===== src/design/eq_pkg.sv =====
// Widths, constants and vector types shared by the LMS equalizer
// Each RTL module pulls these in with a wildcard import
package eq_pkg;

    // ==============================
    // Sizes and fixed-point formats
    // ==============================
    localparam int DATA_WIDTH  = 12;
    localparam int COEF_WIDTH  = 16;
    localparam int NUM_TAPS    = 11;
    localparam int CENTER_TAP  = 5;
    // Q1.15 coefficients
    localparam int COEF_FRAC   = 15;

    // Full-precision FIR product and adder-tree widths
    localparam int PROD_WIDTH  = DATA_WIDTH + COEF_WIDTH;
    localparam int SUM_WIDTH   = PROD_WIDTH + 4;
    // Adder tree node counts, 11 -> 6 -> 3 -> 1
    localparam int TREE_L1     = (NUM_TAPS + 1) / 2;
    localparam int TREE_L2     = TREE_L1 / 2;
    // Sample to output, in clock edges
    localparam int FIR_LATENCY = 5;

    // ==============================
    // Adaptation
    // ==============================
    localparam int MU_SHIFT        = 12;
    localparam int LEAK_SHIFT      = 8;
    // error*tap*step, step widened by a zero sign bit
    localparam int GRAD_WIDTH      = 2 * DATA_WIDTH + 9;
    localparam int LEAK_PROD_WIDTH = COEF_WIDTH + 9;

    // Error power estimate
    localparam int POWER_WINDOW    = 256;
    localparam int POWER_SHIFT     = 12;
    localparam int POWER_ACC_WIDTH = 28;
    localparam int POWER_CNT_WIDTH = $clog2(POWER_WINDOW);

    // ==============================
    // Types
    // ==============================
    typedef logic signed [DATA_WIDTH-1:0]     sample_t;
    typedef logic signed [COEF_WIDTH-1:0]     coef_t;
    typedef logic [3:0]                       coef_addr_t;
    typedef logic [7:0]                       step_t;
    typedef logic [7:0]                       leak_t;
    typedef logic [15:0]                      power_t;
    // Flat vectors, entry i sits at bits [i*W +: W]
    typedef logic [NUM_TAPS*DATA_WIDTH-1:0]   tap_vec_t;
    typedef logic [NUM_TAPS*COEF_WIDTH-1:0]   coef_vec_t;

    // Identity filter center tap, 0.5
    localparam coef_t COEF_HALF = 16'h4000;

endpackage


===== src/design/coef_bank.sv =====
// Coefficient storage for the equalizer taps
// Adaptive updates take priority over host writes; host reads are registered
`timescale 1ns/10ps

module coef_bank
    import eq_pkg::*;
(
    input  logic       clk,
    input  logic       reset_n,
    input  logic       coef_write,
    input  logic       coef_read,
    input  coef_addr_t coef_addr,
    input  coef_t      coef_wdata,
    input  coef_vec_t  next_coefs,
    input  logic       update_strobe,
    output coef_vec_t  coefs,
    output coef_t      coef_rdata
);

    // Addresses 11..15 do not map to a tap
    logic addr_in_range;

    assign addr_in_range = (coef_addr < coef_addr_t'(NUM_TAPS));

    // ==============================
    // Storage and write port
    // ==============================
    always_ff @(posedge clk or negedge reset_n) begin
        if (!reset_n) begin
            // Identity filter, center tap at one half
            for (int i = 0; i < NUM_TAPS; i++) begin
                if (i == CENTER_TAP) begin
                    coefs[i*COEF_WIDTH +: COEF_WIDTH] <= COEF_HALF;
                end else begin
                    coefs[i*COEF_WIDTH +: COEF_WIDTH] <= '0;
                end
            end
        end else if (update_strobe) begin
            // Whole set replaced at once, a host write on this edge is lost
            coefs <= next_coefs;
        end else if (coef_write && addr_in_range) begin
            coefs[coef_addr*COEF_WIDTH +: COEF_WIDTH] <= coef_wdata;
        end
    end

    // ==============================
    // Read port
    // ==============================
    // Out-of-range reads leave the last value in place
    always_ff @(posedge clk or negedge reset_n) begin
        if (!reset_n) begin
            coef_rdata <= '0;
        end else if (coef_read && addr_in_range) begin
            coef_rdata <= coefs[coef_addr*COEF_WIDTH +: COEF_WIDTH];
        end
    end

endmodule


===== config.mk =====
export PLATFORM = sky130hd
export DESIGN_NAME = coef_bank
export DESIGN_NICKNAME = d
export VERILOG_FILES = /design/src/design/eq_pkg.sv /design/src/design/coef_bank.sv
export SDC_FILE = /design/constraint.sdc
export NUM_CORES = 1
export LEC_CHECK = 0
export BUFFER_PORTS_ARGS = -buffer_cell sky130_fd_sc_hd__buf_2
export CORE_ASPECT_RATIO = 1.2
export CORE_MARGIN = 4
export CORE_UTILIZATION = 40
export CTS_BUF_LIST = sky130_fd_sc_hd__clkbuf_4 sky130_fd_sc_hd__clkbuf_8
export DETAILED_ROUTE_END_ITERATION = 8
export GPL_TIMING_DRIVEN = 0
export HOLD_SLACK_MARGIN = 0.08
export PLACE_DENSITY = 0.76
export SLEW_MARGIN = 10
export SYNTH_ARGS = -nofsm -noshare
export SYNTH_HDL_FRONTEND = slang
export SYNTH_SLANG_ARGS = --single-unit

===== constraint.sdc =====
create_clock -name clk -period 1.8 [get_ports clk]
set_input_delay 0.36 -clock clk [delete_from_list [all_inputs] [get_ports clk]]
set_output_delay 0.36 -clock clk [all_outputs]
set_load 0.02 [all_outputs]

==> impl_results.md <==
- Fmax: 423 MHz
- Worst stage delay on the critical path: 0.48 ns
- Die height: 187 um
- CTS Root Cell: clkbuf_8
- Post-route cell area: 0.0166 mm2
- Hold path cells: 2
- Final-layout fill cell count: 2,059
- Status: finished, violations left
- Post-synth top area cell: dfrtp_1
- I/O Buffers: 391
- Max cap viols: 0
- H-tree Lvls: 4
- DRC: 0
- Largest cells by area after synthesis: dfrtp_1 (45%), mux2i_1 (7.1%), mux4_2 (6.8%), o21ai_0 (4.9%), nand2_1 (4.9%)
- Yosys top cell area share: 44.8%
- Max VDD drop: 0.528 mV
- Worst skew pair latency: 0.52 ns
- Worst r2r dst: coef_rdata[14]
- YS warnings: 0
- DP Cell Count: 1,738
- Reg2Reg Depth: 4
- Core ar.: 0.0263 mm2
- Power density over the cells: 744 mW/mm2
- TritonCTS Buffers: 17
- Sequential area share after synthesis: 45.1%
- Slew margin rel.: 25.5%
- Compound-Gate Fraction of Synth Area: 19.8%
- Initial Util: 40.6%
- Vias per cell: 6.51
- Fin nets: 1,759
- Total power: 12.3 mW
- Placer Congestion: 0.946
- Clk slew on worst S/H paths: 0.12 ns
- Initial antenna violation count: 9
- Reg-to-Reg Start: coefs[46]
- Die Area: 0.0293 mm2
- Die width: 157 um
- Syn Area/Cell: 10.6 um2
- Final ANT Viol Nets: 0
- Tightest Hold Check Type: input pin to flip-flop
- Share of layout cells above drive strength 1: 51.4%
- Worst EP required: 2.16 ns
- First-pass GRT wire length: 80.8 mm
- GRT Util Overall: 37.3%
- Hold slack: 0.0640 ns
- Post-synthesis adder-cell area fraction: 0.352%
- Non-Filler Instances: 1,909
- Post-synthesis register bit count: 192
- Bufs and invs on worst path: 6
- CP max-delay cell: or4_4
- Vias in the first global route: 12,491
- Main flop type after synthesis: dfrtp_1
- Largest net degree at the start of global routing: 79
- Final slew viol count: 0
- Setup crit end kind: flip-flop
- Pre-antenna DRT Iters: 5
- Worst Hold End: coefs[80]
- DR iter-0 viols: 1,479
- Via count: 12,436
- Placed Area: 0.0134 mm2
- Synth Area in XOR/XNOR: 0.235%
- RSZ-0062 raised after global routing: yes
- Clock Skew: 0.0160 ns
- Final Core Density: 63.2%
- Count leader, synth: dfrtp_1
- Final hold violations: 0
- Synth Cell Area: 0.0107 mm2
- Setup violations, final: 176
- Multiplexer share of the synthesized area: 17.4%
- Row count: 65
- HPWL Detailed: 41.1 mm
- Worst Path Arrival: 2.73 ns
- Wire per inst: 31.0 um
- Largest family of logic cells by synthesized area: compound AO/OA/AOI/OAI gates
- CTS tree: built
- Post-synthesis cell count: 1,010
- CP Class: input pin to flip-flop
- Fin crit period: 2.36 ns
- P_leak: 7.32 nW
- Clk buf depth: 2
- Distinct cell type count of the synthesized netlist: 53
- CP cell instances: buf_8 > buf_12 > buf_12 > or3_4 > inv_2 > ha_4 > or3b_4 > or4_4 > buf_8 > nor2_4 > buf_12 > o311ai_2
- Hold Path Origin: next_coefs[80]
- Drt total wl: 59.1 mm
- Fin crit share: 131%
- Failing checks: negative setup slack
- Syn Nets: 1,214
- Async S/R FF share, synth: 100%
- Commonest cells in the netlist: dfrtp_1 (191), nand2_1 (138), o21ai_0 (105), mux2i_1 (76), clkbuf_1 (71)
- Num ports: 393
- Crit path max fanout: 7
- Number of flops mapped to enable cells by yosys: 0
- Crit-path leading delay family: simple AND/OR/NAND/NOR gates
- Most used cell, CP: buf_12
- Clock Sinks: 192
- Reg2Reg Setup Slack: 0 ns
- GRT overflow: 0
- Critical path startpoint category: input pin
- Setup WS post-layout: -0.564 ns
- Worst-Margin Slew: 1.12 ns
- Area growth from synthesis to final layout: 55.6%
- Synth Area in Simple Gates: 13.0%
-- metrics by stage --
step                setup WS (ns)  setup TNS [ns]
floorplan                  -0.932         -114.24
global placement            -2.95         -811.83
detailed placement          -1.72         -253.82
CTS                        -0.620          -74.30
global route               -0.622          -74.24
finish                     -0.564          -67.26
-- worst max path at each step --
| stage | to | slack (ns) | startpoint | cells past startpoint |
|---|---|---|---|---|
| 6_report | coefs[168] | -0.56 | coef_addr[0] | 12 |
| 5_1_grt | coefs[145] | -0.62 | coef_addr[0] | 13 |
| 4_1_cts | coefs[170] | -0.62 | coef_addr[0] | 12 |
| 3_5_place_dp | coefs[141] | -1.72 | coef_addr[2] | 10 |
| 3_3_place_gp | coefs[57] | -2.95 | reset_n | 1 |
| 2_1_floorplan | coefs[167] | -0.93 | coef_addr[0] | 10 |
-- cell usage in the layout (no fill, tap or decap), types with 21 or more instances in the layout --
master         instances
dfrtp_1              189
buf_4                 29
and2_1                23
o21ai_0               27
nand2_1              119
mux2_2                26
mux2i_1               74
clkbuf_1              37
nor2b_1               22
mux4_2                32
a2bb2oi_2             21
o21ai_1               54
buf_8                 27
o21ai_2               26
buf_2                395
buf_6                 37
dlygate4sd3_1         51
a221o_1               47
-- cell type report --
class	count	area (um2)	share of cell area, %
Buffer	85	608	3.66
Tap cell	335	419	2.53
Sequential cell	192	4810	29.0
Timing Repair Buffer	530	3590	21.6
Clock buffer	18	241	1.46
Inverter	21	86.3	0.520
Clock inverter	14	153	0.920
Multi-Input combinational cell	708	6680	40.2
Antenna cell	6	15.0	0.0905
-- what timing repair did --
action / 4_1_cts / 5_1_grt
hold buffers: 50 / 1
gates resized for setup: 184 / 205
buffers inserted: 59 / 22
pin swaps: 67 / 74
setup endpoints to repair: 192 / 189
hold endpoints to repair: 126 / 1
cloned: 10 / 4
-- metal layers --
layer	vias up	wire (um)	global-route usage (%)
met5	-	29	0
met3	357	7040	11.3
met4	6	5230	24.0
met2	1127	27300	59.1
met1	6003	19400	43.6
li1	4943	-	-
-- power breakdown --
| part | leakage [nW] | internal, mW | switching [mW] |
|---|---|---|---|
| logic | 4.83 | 1.62 | 2.47 |
| registers | 2.29 | 4.76 | 0.467 |
| clock network | 0.196 | 1.27 | 1.76 |
| total | 7.32 | 7.65 | 4.70 |
-- flip-flops by register name, summed over array words and instances, names as in the netlist --
register    flops
coefs         176
coef_rdata     16
-- worst register-to-register path, stage by stage, from the launching register on --
cell and delay, ns:
dfrtp_1 0.47, mux4_2 0.48, mux2_2 0.28, and3_4 0.19, a221o_1 0.25
-- cells by family (layout without fill, tap and decap cells) --
group,after synthesis,count (layout)
simple gates,266,266
buf+inv,111,668
other cells,0,6
flops,192,192
compound gates,295,296
xor+xnor,2,2
fa+ha+maj,3,3
mux,141,141
No activity file was read; power rests on OpenSTA's default activity.
