### config.mk
export PLATFORM = sky130hd
export DESIGN_NAME = error_power_meter
export DESIGN_NICKNAME = d
export VERILOG_FILES = /design/src/design/eq_pkg.sv /design/src/design/error_power_meter.sv
export SDC_FILE = /design/constraint.sdc
export NUM_CORES = 1
export LEC_CHECK = 0
export ABC_AREA = 0
export BUFFER_PORTS_ARGS = -buffer_cell sky130_fd_sc_hd__clkbuf_2
export CAP_MARGIN = 20
export CORE_MARGIN = 1
export CORE_UTILIZATION = 30
export CTS_BUF_LIST = sky130_fd_sc_hd__clkbuf_16
export DETAILED_ROUTE_END_ITERATION = 8
export SYNTH_ARGS = -nofsm -noshare
export SYNTH_HDL_FRONTEND = slang
export SYNTH_SLANG_ARGS = --single-unit
### constraint.sdc
create_clock -name clk -period 3.5 [get_ports clk]
set_clock_uncertainty 0.05 [all_clocks]
set_input_delay 0.7 -clock clk [delete_from_list [all_inputs] [get_ports clk]]
set_output_delay 0.7 -clock clk [all_outputs]
set_load 0.02 [all_outputs]
### src/design/eq_pkg.sv
// Widths, constants and vector types shared by the LMS equalizer
// Each RTL module pulls these in with a wildcard import
package eq_pkg;

    // ==============================
    // Sizes and fixed-point formats
    // ==============================
    localparam int DATA_WIDTH  = 12;
    localparam int COEF_WIDTH  = 16;
    localparam int NUM_TAPS    = 11;
    localparam int CENTER_TAP  = 5;
    // Q1.15 coefficients
    localparam int COEF_FRAC   = 15;

    // Full-precision FIR product and adder-tree widths
    localparam int PROD_WIDTH  = DATA_WIDTH + COEF_WIDTH;
    localparam int SUM_WIDTH   = PROD_WIDTH + 4;
    // Adder tree node counts, 11 -> 6 -> 3 -> 1
    localparam int TREE_L1     = (NUM_TAPS + 1) / 2;
    localparam int TREE_L2     = TREE_L1 / 2;
    // Sample to output, in clock edges
    localparam int FIR_LATENCY = 5;

    // ==============================
    // Adaptation
    // ==============================
    localparam int MU_SHIFT        = 12;
    localparam int LEAK_SHIFT      = 8;
    // error*tap*step, step widened by a zero sign bit
    localparam int GRAD_WIDTH      = 2 * DATA_WIDTH + 9;
    localparam int LEAK_PROD_WIDTH = COEF_WIDTH + 9;

    // Error power estimate
    localparam int POWER_WINDOW    = 256;
    localparam int POWER_SHIFT     = 12;
    localparam int POWER_ACC_WIDTH = 28;
    localparam int POWER_CNT_WIDTH = $clog2(POWER_WINDOW);

    // ==============================
    // Types
    // ==============================
    typedef logic signed [DATA_WIDTH-1:0]     sample_t;
    typedef logic signed [COEF_WIDTH-1:0]     coef_t;
    typedef logic [3:0]                       coef_addr_t;
    typedef logic [7:0]                       step_t;
    typedef logic [7:0]                       leak_t;
    typedef logic [15:0]                      power_t;
    // Flat vectors, entry i sits at bits [i*W +: W]
    typedef logic [NUM_TAPS*DATA_WIDTH-1:0]   tap_vec_t;
    typedef logic [NUM_TAPS*COEF_WIDTH-1:0]   coef_vec_t;

    // Identity filter center tap, 0.5
    localparam coef_t COEF_HALF = 16'h4000;

endpackage

### src/design/error_power_meter.sv
// Error power estimate: sum of squared errors over a 256-sample window
// The scaled sum is published at the end of each window
`timescale 1ns/10ps

module error_power_meter
    import eq_pkg::*;
(
    input  logic    clk,
    input  logic    reset_n,
    input  sample_t error,
    input  logic    error_valid,
    output power_t  error_power
);

    // Square is never negative, so the top bit stays clear
    logic signed [2*DATA_WIDTH-1:0] err_sq;
    logic [POWER_ACC_WIDTH-1:0]     acc;
    logic [POWER_ACC_WIDTH-1:0]     acc_next;
    logic [POWER_CNT_WIDTH-1:0]     win_count;

    assign err_sq   = error * error;
    assign acc_next = acc + {{(POWER_ACC_WIDTH-2*DATA_WIDTH){1'b0}}, err_sq};

    // ==============================
    // Window accumulate and publish
    // ==============================
    always_ff @(posedge clk or negedge reset_n) begin
        if (!reset_n) begin
            acc         <= '0;
            win_count   <= '0;
            error_power <= '0;
        end else if (error_valid) begin
            if (win_count == POWER_CNT_WIDTH'(POWER_WINDOW - 1)) begin
                // Last sample of the window is part of the estimate
                error_power <= power_t'(acc_next >> POWER_SHIFT);
                acc         <= '0;
                win_count   <= '0;
            end else begin
                acc       <= acc_next;
                win_count <= win_count + 1'b1;
            end
        end
    end

endmodule

==> impl_metrics.env, run 1 <==
export IMPL_finalHoldViolations=0
export IMPL_clk_pin_slew_ps=70
export IMPL_cp_end_kind="flip-flop"
export IMPL_route_detailed_drc=3
export IMPL_timing_rr_start="acc[0]"
export IMPL_critPathMaxStageDelay_ps=570
export IMPL_synth_edff_count=0
export IMPL_yosysWarnings=0
export IMPL_status="complete, but fails checks"
export IMPL_place_congestion=0.817
export IMPL_gr_total_overflow=0
export IMPL_violations="DRC, setup timing"
export IMPL_nets=1316
export IMPL_grt_pass1_wl_um=33900
export IMPL_rsz0062_at_grt="yes"
export IMPL_drive_gt1_frac=0.420
export IMPL_worst_r2r_setup_slack_ps=900
export IMPL_synthesis_nets=1091
export IMPL_cp_start_kind="input port"
export IMPL_clk_latency_ps=300
export IMPL_place_inst=1377
export IMPL_antenna_left=0
export IMPL_port_buffer_count=30
export IMPL_final_cell_count_no_fill=1431
export IMPL_synth_compound_area_share=0.134
export IMPL_drv_slew=0
export IMPL_worstHoldEndpoint="error_power[0]"
export IMPL_post_route_period_util=1.86
export IMPL_dp_hpwl_um=15300
export IMPL_netlist_area_leader_share=0.300
export IMPL_post_route_util=0.450
export IMPL_finalCriticalPeriod_ps=6520
export IMPL_numCtsBuffers=5
export IMPL_hold_start="error_power[0]"
export IMPL_async_flop_share=1.00
export IMPL_die_w_um=167
export IMPL_synth_seq_cells=52
export IMPL_grt_use_total=0.148
export IMPL_synth_adder_area_share=0.430
export IMPL_worstPathRequired_ps=3670
export IMPL_worstSetupPathType="in2reg"
export IMPL_antenna_found_initial=0
export IMPL_cts_hold_buf=0
export IMPL_slew_headroom=0.439
export IMPL_dieArea_sq_um=27800
export IMPL_max_cap_viol_count=0
export IMPL_initialDrtViolationCount=190
export IMPL_cts_root_buffer="clkbuf_16"
export IMPL_grt_max_degree=53
export IMPL_grt_pass1_vias=7139
export IMPL_synth_simple_area_share=0.111
export IMPL_cts_tree="yes"
export IMPL_cp_arrival_ps=6690
export IMPL_post_synth_top_area_cell="fa_1"
export IMPL_postSynthCellCount=870
export IMPL_totalWireLength_um=19800
export IMPL_cts_htree_levels=2
export IMPL_ys_types=60
export IMPL_slowest_stage="fa_1"
export IMPL_yosysSeqAreaShare=0.160
export IMPL_path_max_fanout=6
export IMPL_timing_final_ws_setup_ps=-3020
export IMPL_setup_viol=40
export IMPL_critPathMostFrequentCell="fa_1"
export IMPL_synthFlopType="dfrtp_1"
export IMPL_clock_sinks=52
export IMPL_drtPass1Iterations=6
export IMPL_max_freq_mhz=153
export IMPL_cts_path_max_buffers=2
export IMPL_timing_rr_end="error_power[14]"
export IMPL_area_delta_synth_final_pct=46.0
export IMPL_avgSynthCellArea_sq_um=9.34
export IMPL_hold_depth=2
export IMPL_num_rows=59
export IMPL_diodes=0
export IMPL_io_pins=31
export IMPL_avgViaCountPerCell=4.68
export IMPL_fillers=2436
export IMPL_coreArea_sq_um=26400
export IMPL_synth_top_family_by_area="adder cells"
export IMPL_synth_area_top_cells="fa_1, dfrtp_1, ha_1"
export IMPL_hp_class="reg2reg"
export IMPL_initial_core_util=0.308
export IMPL_synth_xor_area_frac=0.0657
export IMPL_fp_dieH_um=167
export IMPL_pre_cts_slack_ps=-3520
export IMPL_avgRoutedWirePerCell_um=13.9
export IMPL_vias=6693
export IMPL_syn_area_sq_um=8130
export IMPL_r2r_cells=11
export IMPL_worst_pin_slew_ps=836
export IMPL_synthMuxAreaShare=0.00246
## final cells by class
cell class | count | area (sq um) | area share
Tap cell | 335 | 419 | 0.0353
Inverter | 183 | 698 | 0.0588
Clock inverter | 3 | 17.5 | 0.00148
Timing Repair Buffer | 242 | 2080 | 0.175
Clock buffer | 5 | 125 | 0.0105
Multi-Input combinational cell | 611 | 7230 | 0.609
Sequential cell | 52 | 1300 | 0.110
## synthesized netlist by cell type, drive strengths merged (7+ instances only)
cell type,instances
or3,7
inv,183
xnor2,50
o2bb2ai,13
a21oi,36
and2,33
clkbuf,20
xor2,11
nor3,7
a21o,9
a22o,11
dfrtp,52
nor2,28
nand3,11
fa,122
ha,84
nand2,75
o21ai,34
o21bai,8
## worst max-delay path by stage
| stage | cells after the start | endpoint | from |
|---|---|---|---|
| after floorplan | 27 | acc[26] | error[2] |
| after global placement | 25 | acc[25] | error[3] |
| after CTS | 27 | error_power[14] | error[2] |
| after global routing | 26 | error_power[13] | error[2] |
| final | 27 | error_power[13] | error[4] |
| after detailed placement | 25 | acc[25] | error[3] |
## timing repair
item                       CTS  global route
pin swaps                   60            91
gates resized for setup    130           109
setup buffers               23            24
setup endpoints to repair   40            40
## placed cells by master, fill, tap and decap left out, drive strengths merged, types with 4 or more instances in the layout
cell type / Yosys / final
or3: 7 / 7
a21oi: 36 / 36
a21o: 9 / 9
o21a: 5 / 5
nand3: 11 / 11
xor2: 11 / 11
o21bai: 8 / 8
dfrtp: 52 / 52
xnor2: 50 / 50
ha: 84 / 84
o2bb2ai: 13 / 13
o211ai: 5 / 5
and2: 33 / 33
nor2: 28 / 28
inv: 183 / 183
fa: 122 / 122
o21ai: 34 / 34
o31ai: 6 / 6
clkbuf: 20 / 33
a22o: 11 / 11
or2: 5 / 5
nand4: 6 / 6
nand2: 75 / 75
and3: 5 / 5
nand2b: 4 / 4
nor3: 7 / 7
buf: 4 / 214
## cells by family (layout without fill, tap and decap cells)
group | Yosys count | count (layout)
buf+inv | 207 | 433
fa+ha+maj | 206 | 206
simple gates | 187 | 187
compound gates | 155 | 155
xor+xnor | 61 | 61
flops | 52 | 52
mux | 2 | 2
## per-stage QoR
| step | setup TNS [ps] | hold WS [ps] | area [sq um] |
|---|---|---|---|
| finish | -95010 | 446 | 11900 |
| global route | -102000 | 466 | 11900 |
| CTS | -95020 | 449 | 11200 |
| detailed placement | -116070 | 430 | 10200 |
| global placement | -114430 | 423 | 10200 |
| floorplan | -88470 | 354 | 8640 |
## routing by layer
| layer | routed length, um | up-vias | GRT usage |
|---|---|---|---|
| li1 | - | 3232 | - |
| met1 | 8940 | 3360 | 0.199 |
| met2 | 10200 | 81 | 0.261 |
| met3 | 456 | 20 | 0.0138 |
| met4 | 231 | 0 | 0.0238 |
| met5 | 0 | - | 0 |
## critical path: cells and delay by family
family	cells	cell delay, ps
adder cells (fa/ha/maj)	7	3180
AND/OR/NAND/NOR	3	350
buffers and inverters	6	570
AO/OA/AOI/OAI	9	1580
XOR/XNOR	2	270
## state kept, by name, summed over array words and instances, names as in the netlist
signal       cells
acc             28
error_power     16
win_count        8
Power of run 1 is left out: the tool's default activity adds up to more than one toggle a clock period on the data nets, which glitch-free logic cannot reach.
==> inputs of run 2 (changes only) <==
- CORE_UTILIZATION: 30 -> 40
==> run 2 against run 1 <==
  * The flow finishes with violations (setup timing)
  * Global-route usage up 4.2 points
  * Routed wire length decreased by 4.4%
  * Maximum frequency decreased by 0.30%
  * Critical endpoint is now acc[26]
  * Critical path depth grew 1
  * First-iteration DRC count up 3.2%
  * Sequential share of layout area increased by 0.59 points
  * Cell count decreased by 7.1%
  * Register-to-register slack worse by 60 ps
  * Worst setup slack got worse by 20 ps
  * Clock-buffer cell count did not move
  * Core utilization is 12 points higher
==> impl_metrics.env, run 2 (synthesized netlist as in run 1, its figures left out) <==
export IMPL_gr_total_overflow=0
export IMPL_final_cell_count_no_fill=1330
export IMPL_fp_dieH_um=145
export IMPL_cts_root_buffer="clkbuf_16"
export IMPL_cp_arrival_ps=6700
export IMPL_dieArea_sq_um=20900
export IMPL_grt_use_total=0.190
export IMPL_place_inst=1296
export IMPL_hp_class="in2async"
export IMPL_max_freq_mhz=153
export IMPL_timing_rr_start="acc[12]"
export IMPL_clk_pin_slew_ps=70
export IMPL_setup_viol=40
export IMPL_reg_top3="acc: 28 flops, error_power: 16 flops, win_count: 8 flops"
export IMPL_grt_max_degree=29
export IMPL_drv_slew=0
export IMPL_die_w_um=145
export IMPL_max_cap_viol_count=0
export IMPL_timing_rr_end="acc[25]"
export IMPL_cts_htree_levels=2
export IMPL_cts_path_max_buffers=2
export IMPL_r2r_cells=10
export IMPL_worstSetupPathType="in2reg"
export IMPL_worst_pin_slew_ps=841
export IMPL_drtPass1Iterations=5
export IMPL_route_detailed_drc=0
export IMPL_startpoint="error[1]"
export IMPL_pre_cts_slack_ps=-3420
export IMPL_initialDrtViolationCount=196
export IMPL_avgViaCountPerCell=4.90
export IMPL_cp_endpoint="acc[26]"
export IMPL_rsz0062_at_grt="yes"
export IMPL_path_max_fanout=6
export IMPL_finalCriticalPeriod_ps=6540
export IMPL_io_pins=31
export IMPL_clk_latency_ps=300
export IMPL_diodes=0
export IMPL_worst_r2r_setup_slack_ps=840
export IMPL_violations="setup timing"
export IMPL_dp_hpwl_um=14800
export IMPL_grt_util_met2=0.336
export IMPL_grt_busiest_layer="met2"
export IMPL_use_met1=0.257
export IMPL_totalWireLength_um=19000
export IMPL_dpl_cell_area_sq_um=10100
export IMPL_fin_area_sq_um=11300
export IMPL_cts_tree="yes"
export IMPL_regMostFlops="acc"
export IMPL_coreArea_sq_um=19700
export IMPL_num_rows=51
export IMPL_nets=1285
export IMPL_place_congestion=0.810
export IMPL_drive_gt1_frac=0.361
export IMPL_avgRoutedWirePerCell_um=14.3
export IMPL_mostFrequentLayoutCell="inv_1"
export IMPL_grt_pass1_wl_um=31300
export IMPL_worstPathRequired_ps=3670
export IMPL_antenna_left=0
export IMPL_cts_hold_buf=0
export IMPL_slew_headroom=0.436
export IMPL_largest_reg_flops=28
export IMPL_finalHoldViolations=0
export IMPL_numCtsBuffers=5
export IMPL_port_buffer_count=30
export IMPL_status="complete, but fails checks"
export IMPL_whs_ps=371
export IMPL_post_route_period_util=1.87
export IMPL_antenna_found_initial=0
export IMPL_initial_core_util=0.412
export IMPL_globalRouteMet3Util=0.0172
export IMPL_layout_common_cells="inv_1, buf_4, fa_1, ha_1, nand2_1"
export IMPL_grt_pass1_vias=6733
export IMPL_vias=6518
export IMPL_cp_start_kind="input port"
export IMPL_timing_final_ws_setup_ps=-3040
export IMPL_cp_end_kind="flip-flop"
export IMPL_clock_sinks=52
export IMPL_area_delta_synth_final_pct=38.6
run 2: critical path, cell delays in order:
cell and delay [ps]:
buf_12 110, buf_12 130, and2_4 150, fa_2 390, fa_1 530, inv_1 50, fa_1 470, inv_1 50
fa_1 470, inv_1 50, fa_1 490, inv_2 40, ha_4 260, or2_4 120, o31a_1 190, nand4_1 170
a31o_4 330, o2111ai_2 210, a21oi_2 100, xnor2_2 150, buf_4 150, ha_4 270, buf_6 100, nand3_4 60
o31ai_4 340, o21ai_2 110, or4_1 410, o211ai_1 100
run 2: metal layers:
layer,vias up,share of wire
met5,-,0
met2,80,0.51
li1,3171,-
met3,13,0.026
met4,0,0.0085
met1,3254,0.46
run 2: worst min path at each step:
stage	slack (ps)	cells after the start	to
4_1_cts	390	1	win_count[2]
2_1_floorplan	350	0	acc[0]
3_5_place_dp	430	2	error_power[3]
6_report	370	1	win_count[2]
3_3_place_gp	420	2	error_power[10]
5_1_grt	420	1	win_count[2]
run 2: cell type report:
type / instances / area (sq um)
fillers: 1711 / 8450
multi-input cells: 611 / 6970
repair buffers: 211 / 1810
flip-flops and latches: 52 / 1300
inverters: 183 / 692
well taps: 265 / 332
clock buffers: 5 / 125
clock inverters: 3 / 38.8
run 2: what timing repair did:
item | 4_1_cts | 5_1_grt
pin swaps | 55 | 79
cloned | 1 | 1
buffers inserted | 13 | 12
setup endpoints to repair | 40 | 40
gates resized for setup | 78 | 90
run 2: per-stage QoR:
stage	util	setup TNS, ps
after floorplan	-	-88470
after CTS	0.543	-94970
final	0.571	-95470
after global placement	0.510	-111520
after global routing	0.571	-103490
after detailed placement	0.510	-112630
Power of run 2 is left out for the same reason.
==> inputs of run 3 (changes only) <==
- RECOVER_POWER: default -> 25
- TNS_END_PERCENT: default -> 100
==> run 3 against run 2 <==
  * The flow still finishes with violations (setup timing)
  * Sequential cell count unchanged
  * First-iteration DRC count shrank 0.51%
  * Global-route usage is the same
  * Critical endpoint unchanged
==> impl_metrics.env, run 3 (synthesized netlist as in run 1, its figures left out) <==
export IMPL_slew_headroom=0.0651
export IMPL_status="complete, but fails checks"
export IMPL_initial_core_util=0.412
export IMPL_avgViaCountPerCell=4.90
export IMPL_worstSetupPathType="in2reg"
export IMPL_cpLargestDelayFamily="adder cells"
export IMPL_totalWireLength_um=19000
export IMPL_critPathMaxStageDelay_ps=530
export IMPL_worstPathRequired_ps=3670
export IMPL_clk_pin_slew_ps=70
export IMPL_largest_reg_flops=28
export IMPL_antenna_found_initial=0
export IMPL_vias=6517
export IMPL_initialDrtViolationCount=195
export IMPL_area_delta_synth_final_pct=38.6
export IMPL_cts_tree="yes"
export IMPL_clock_sinks=52
export IMPL_slowest_stage="fa_1"
export IMPL_avgRoutedWirePerCell_um=14.3
export IMPL_gr_total_overflow=0
export IMPL_cp_arrival_ps=6700
export IMPL_worst_pin_slew_ps=1400
export IMPL_dp_hpwl_um=14800
export IMPL_port_buffer_count=30
export IMPL_timing_final_ws_setup_ps=-3040
export IMPL_grt_pass1_wl_um=31300
export IMPL_drtPass1Iterations=5
export IMPL_critPathMostFrequentCell="fa_1"
export IMPL_cp_end_kind="flip-flop"
export IMPL_max_cap_viol_count=0
export IMPL_drv_slew=0
export IMPL_nets=1285
export IMPL_clk_latency_ps=300
export IMPL_place_congestion=0.810
export IMPL_dieArea_sq_um=20900
export IMPL_finalHoldViolations=0
export IMPL_cts_htree_levels=2
export IMPL_finalCriticalPeriod_ps=6540
export IMPL_io_pins=31
export IMPL_grt_use_total=0.190
export IMPL_setup_tns_ps=-95470
export IMPL_path_max_fanout=6
export IMPL_regMostFlops="acc"
export IMPL_post_route_period_util=1.87
export IMPL_grt_pass1_vias=6733
export IMPL_antenna_left=0
export IMPL_route_detailed_drc=0
export IMPL_mostFrequentLayoutCell="inv_1"
export IMPL_drive_gt1_frac=0.360
export IMPL_grt_max_degree=29
export IMPL_cp_start_kind="input port"
export IMPL_dpl_cell_area_sq_um=10100
export IMPL_num_rows=51
export IMPL_crit_buf_inv=8
export IMPL_violations="setup timing"
export IMPL_fin_area_sq_um=11300
export IMPL_layout_common_cells="inv_1, buf_4, fa_1, ha_1, nand2_1"
export IMPL_diodes=0
export IMPL_fp_dieH_um=145
export IMPL_cts_root_buffer="clkbuf_16"
export IMPL_setup_viol=40
export IMPL_coreArea_sq_um=19700
export IMPL_hp_class="reg2reg"
export IMPL_numCtsBuffers=5
export IMPL_rsz0062_at_grt="yes"
export IMPL_max_freq_mhz=153
export IMPL_cts_path_max_buffers=2
export IMPL_die_w_um=145
export IMPL_reg_top3="acc: 28 flops, error_power: 16 flops, win_count: 8 flops"
run 3: metal layers:
layer | wire length [um] | track usage | vias up
li1 | - | - | 3171
met1 | 8640 | 0.257 | 3253
met2 | 9670 | 0.336 | 80
met3 | 492 | 0.0172 | 13
met4 | 161 | 0.0288 | 0
met5 | 0 | 0 | -
run 3: worst paths after layout:
kind / start / end / slack (ps) / cells past startpoint
worst max-delay path: error[1] / acc[26] / -3040 / 28
worst min-delay path: error_power[4] / error_power[4] / 440 / 2
worst max register to register: acc[12] / acc[25] / 840 / 10
worst min register to register: error_power[4] / error_power[4] / 440 / 2
max in group asynchronous: reset_n / acc[1] / 1720 / 2
min in group asynchronous: reset_n / win_count[2] / 660 / 1
run 3: what timing repair did:
item / CTS / global route
hold endpoints to repair: 0 / 0
pin swaps: 55 / 79
cloned: 1 / 1
gates resized for setup: 78 / 90
hold buffers: 0 / 0
endpoints found under the setup margin: 40 / 40
buffers inserted: 13 / 12
run 3: metrics by stage:
step / setup slack (ps) / util / std cells / hold slack, ps
floorplan: -2910 / - / 870 / 354
global placement: -3360 / 0.510 / 1296 / 424
detailed placement: -3420 / 0.510 / 1296 / 428
CTS: -2960 / 0.543 / 1318 / 388
global route: -3230 / 0.571 / 1330 / 461
finish: -3040 / 0.571 / 1330 / 437
run 3: final cells by class:
| cell class | count | area [sq um] |
|---|---|---|
| fillers | 1712 | 8450 |
| inverters | 183 | 692 |
| repair buffers | 211 | 1810 |
| well taps | 265 | 332 |
| multi-input cells | 611 | 6970 |
| clock buffers | 5 | 125 |
| clock inverters | 3 | 38.8 |
| flip-flops and latches | 52 | 1300 |
run 3: tightest hold or removal path: cells and delay by family (launching register included):
family / cells / cell delay [ps]
simple gates: 1 / 50
flops: 1 / 350
compound gates: 1 / 60
Power of run 3 is left out for the same reason.
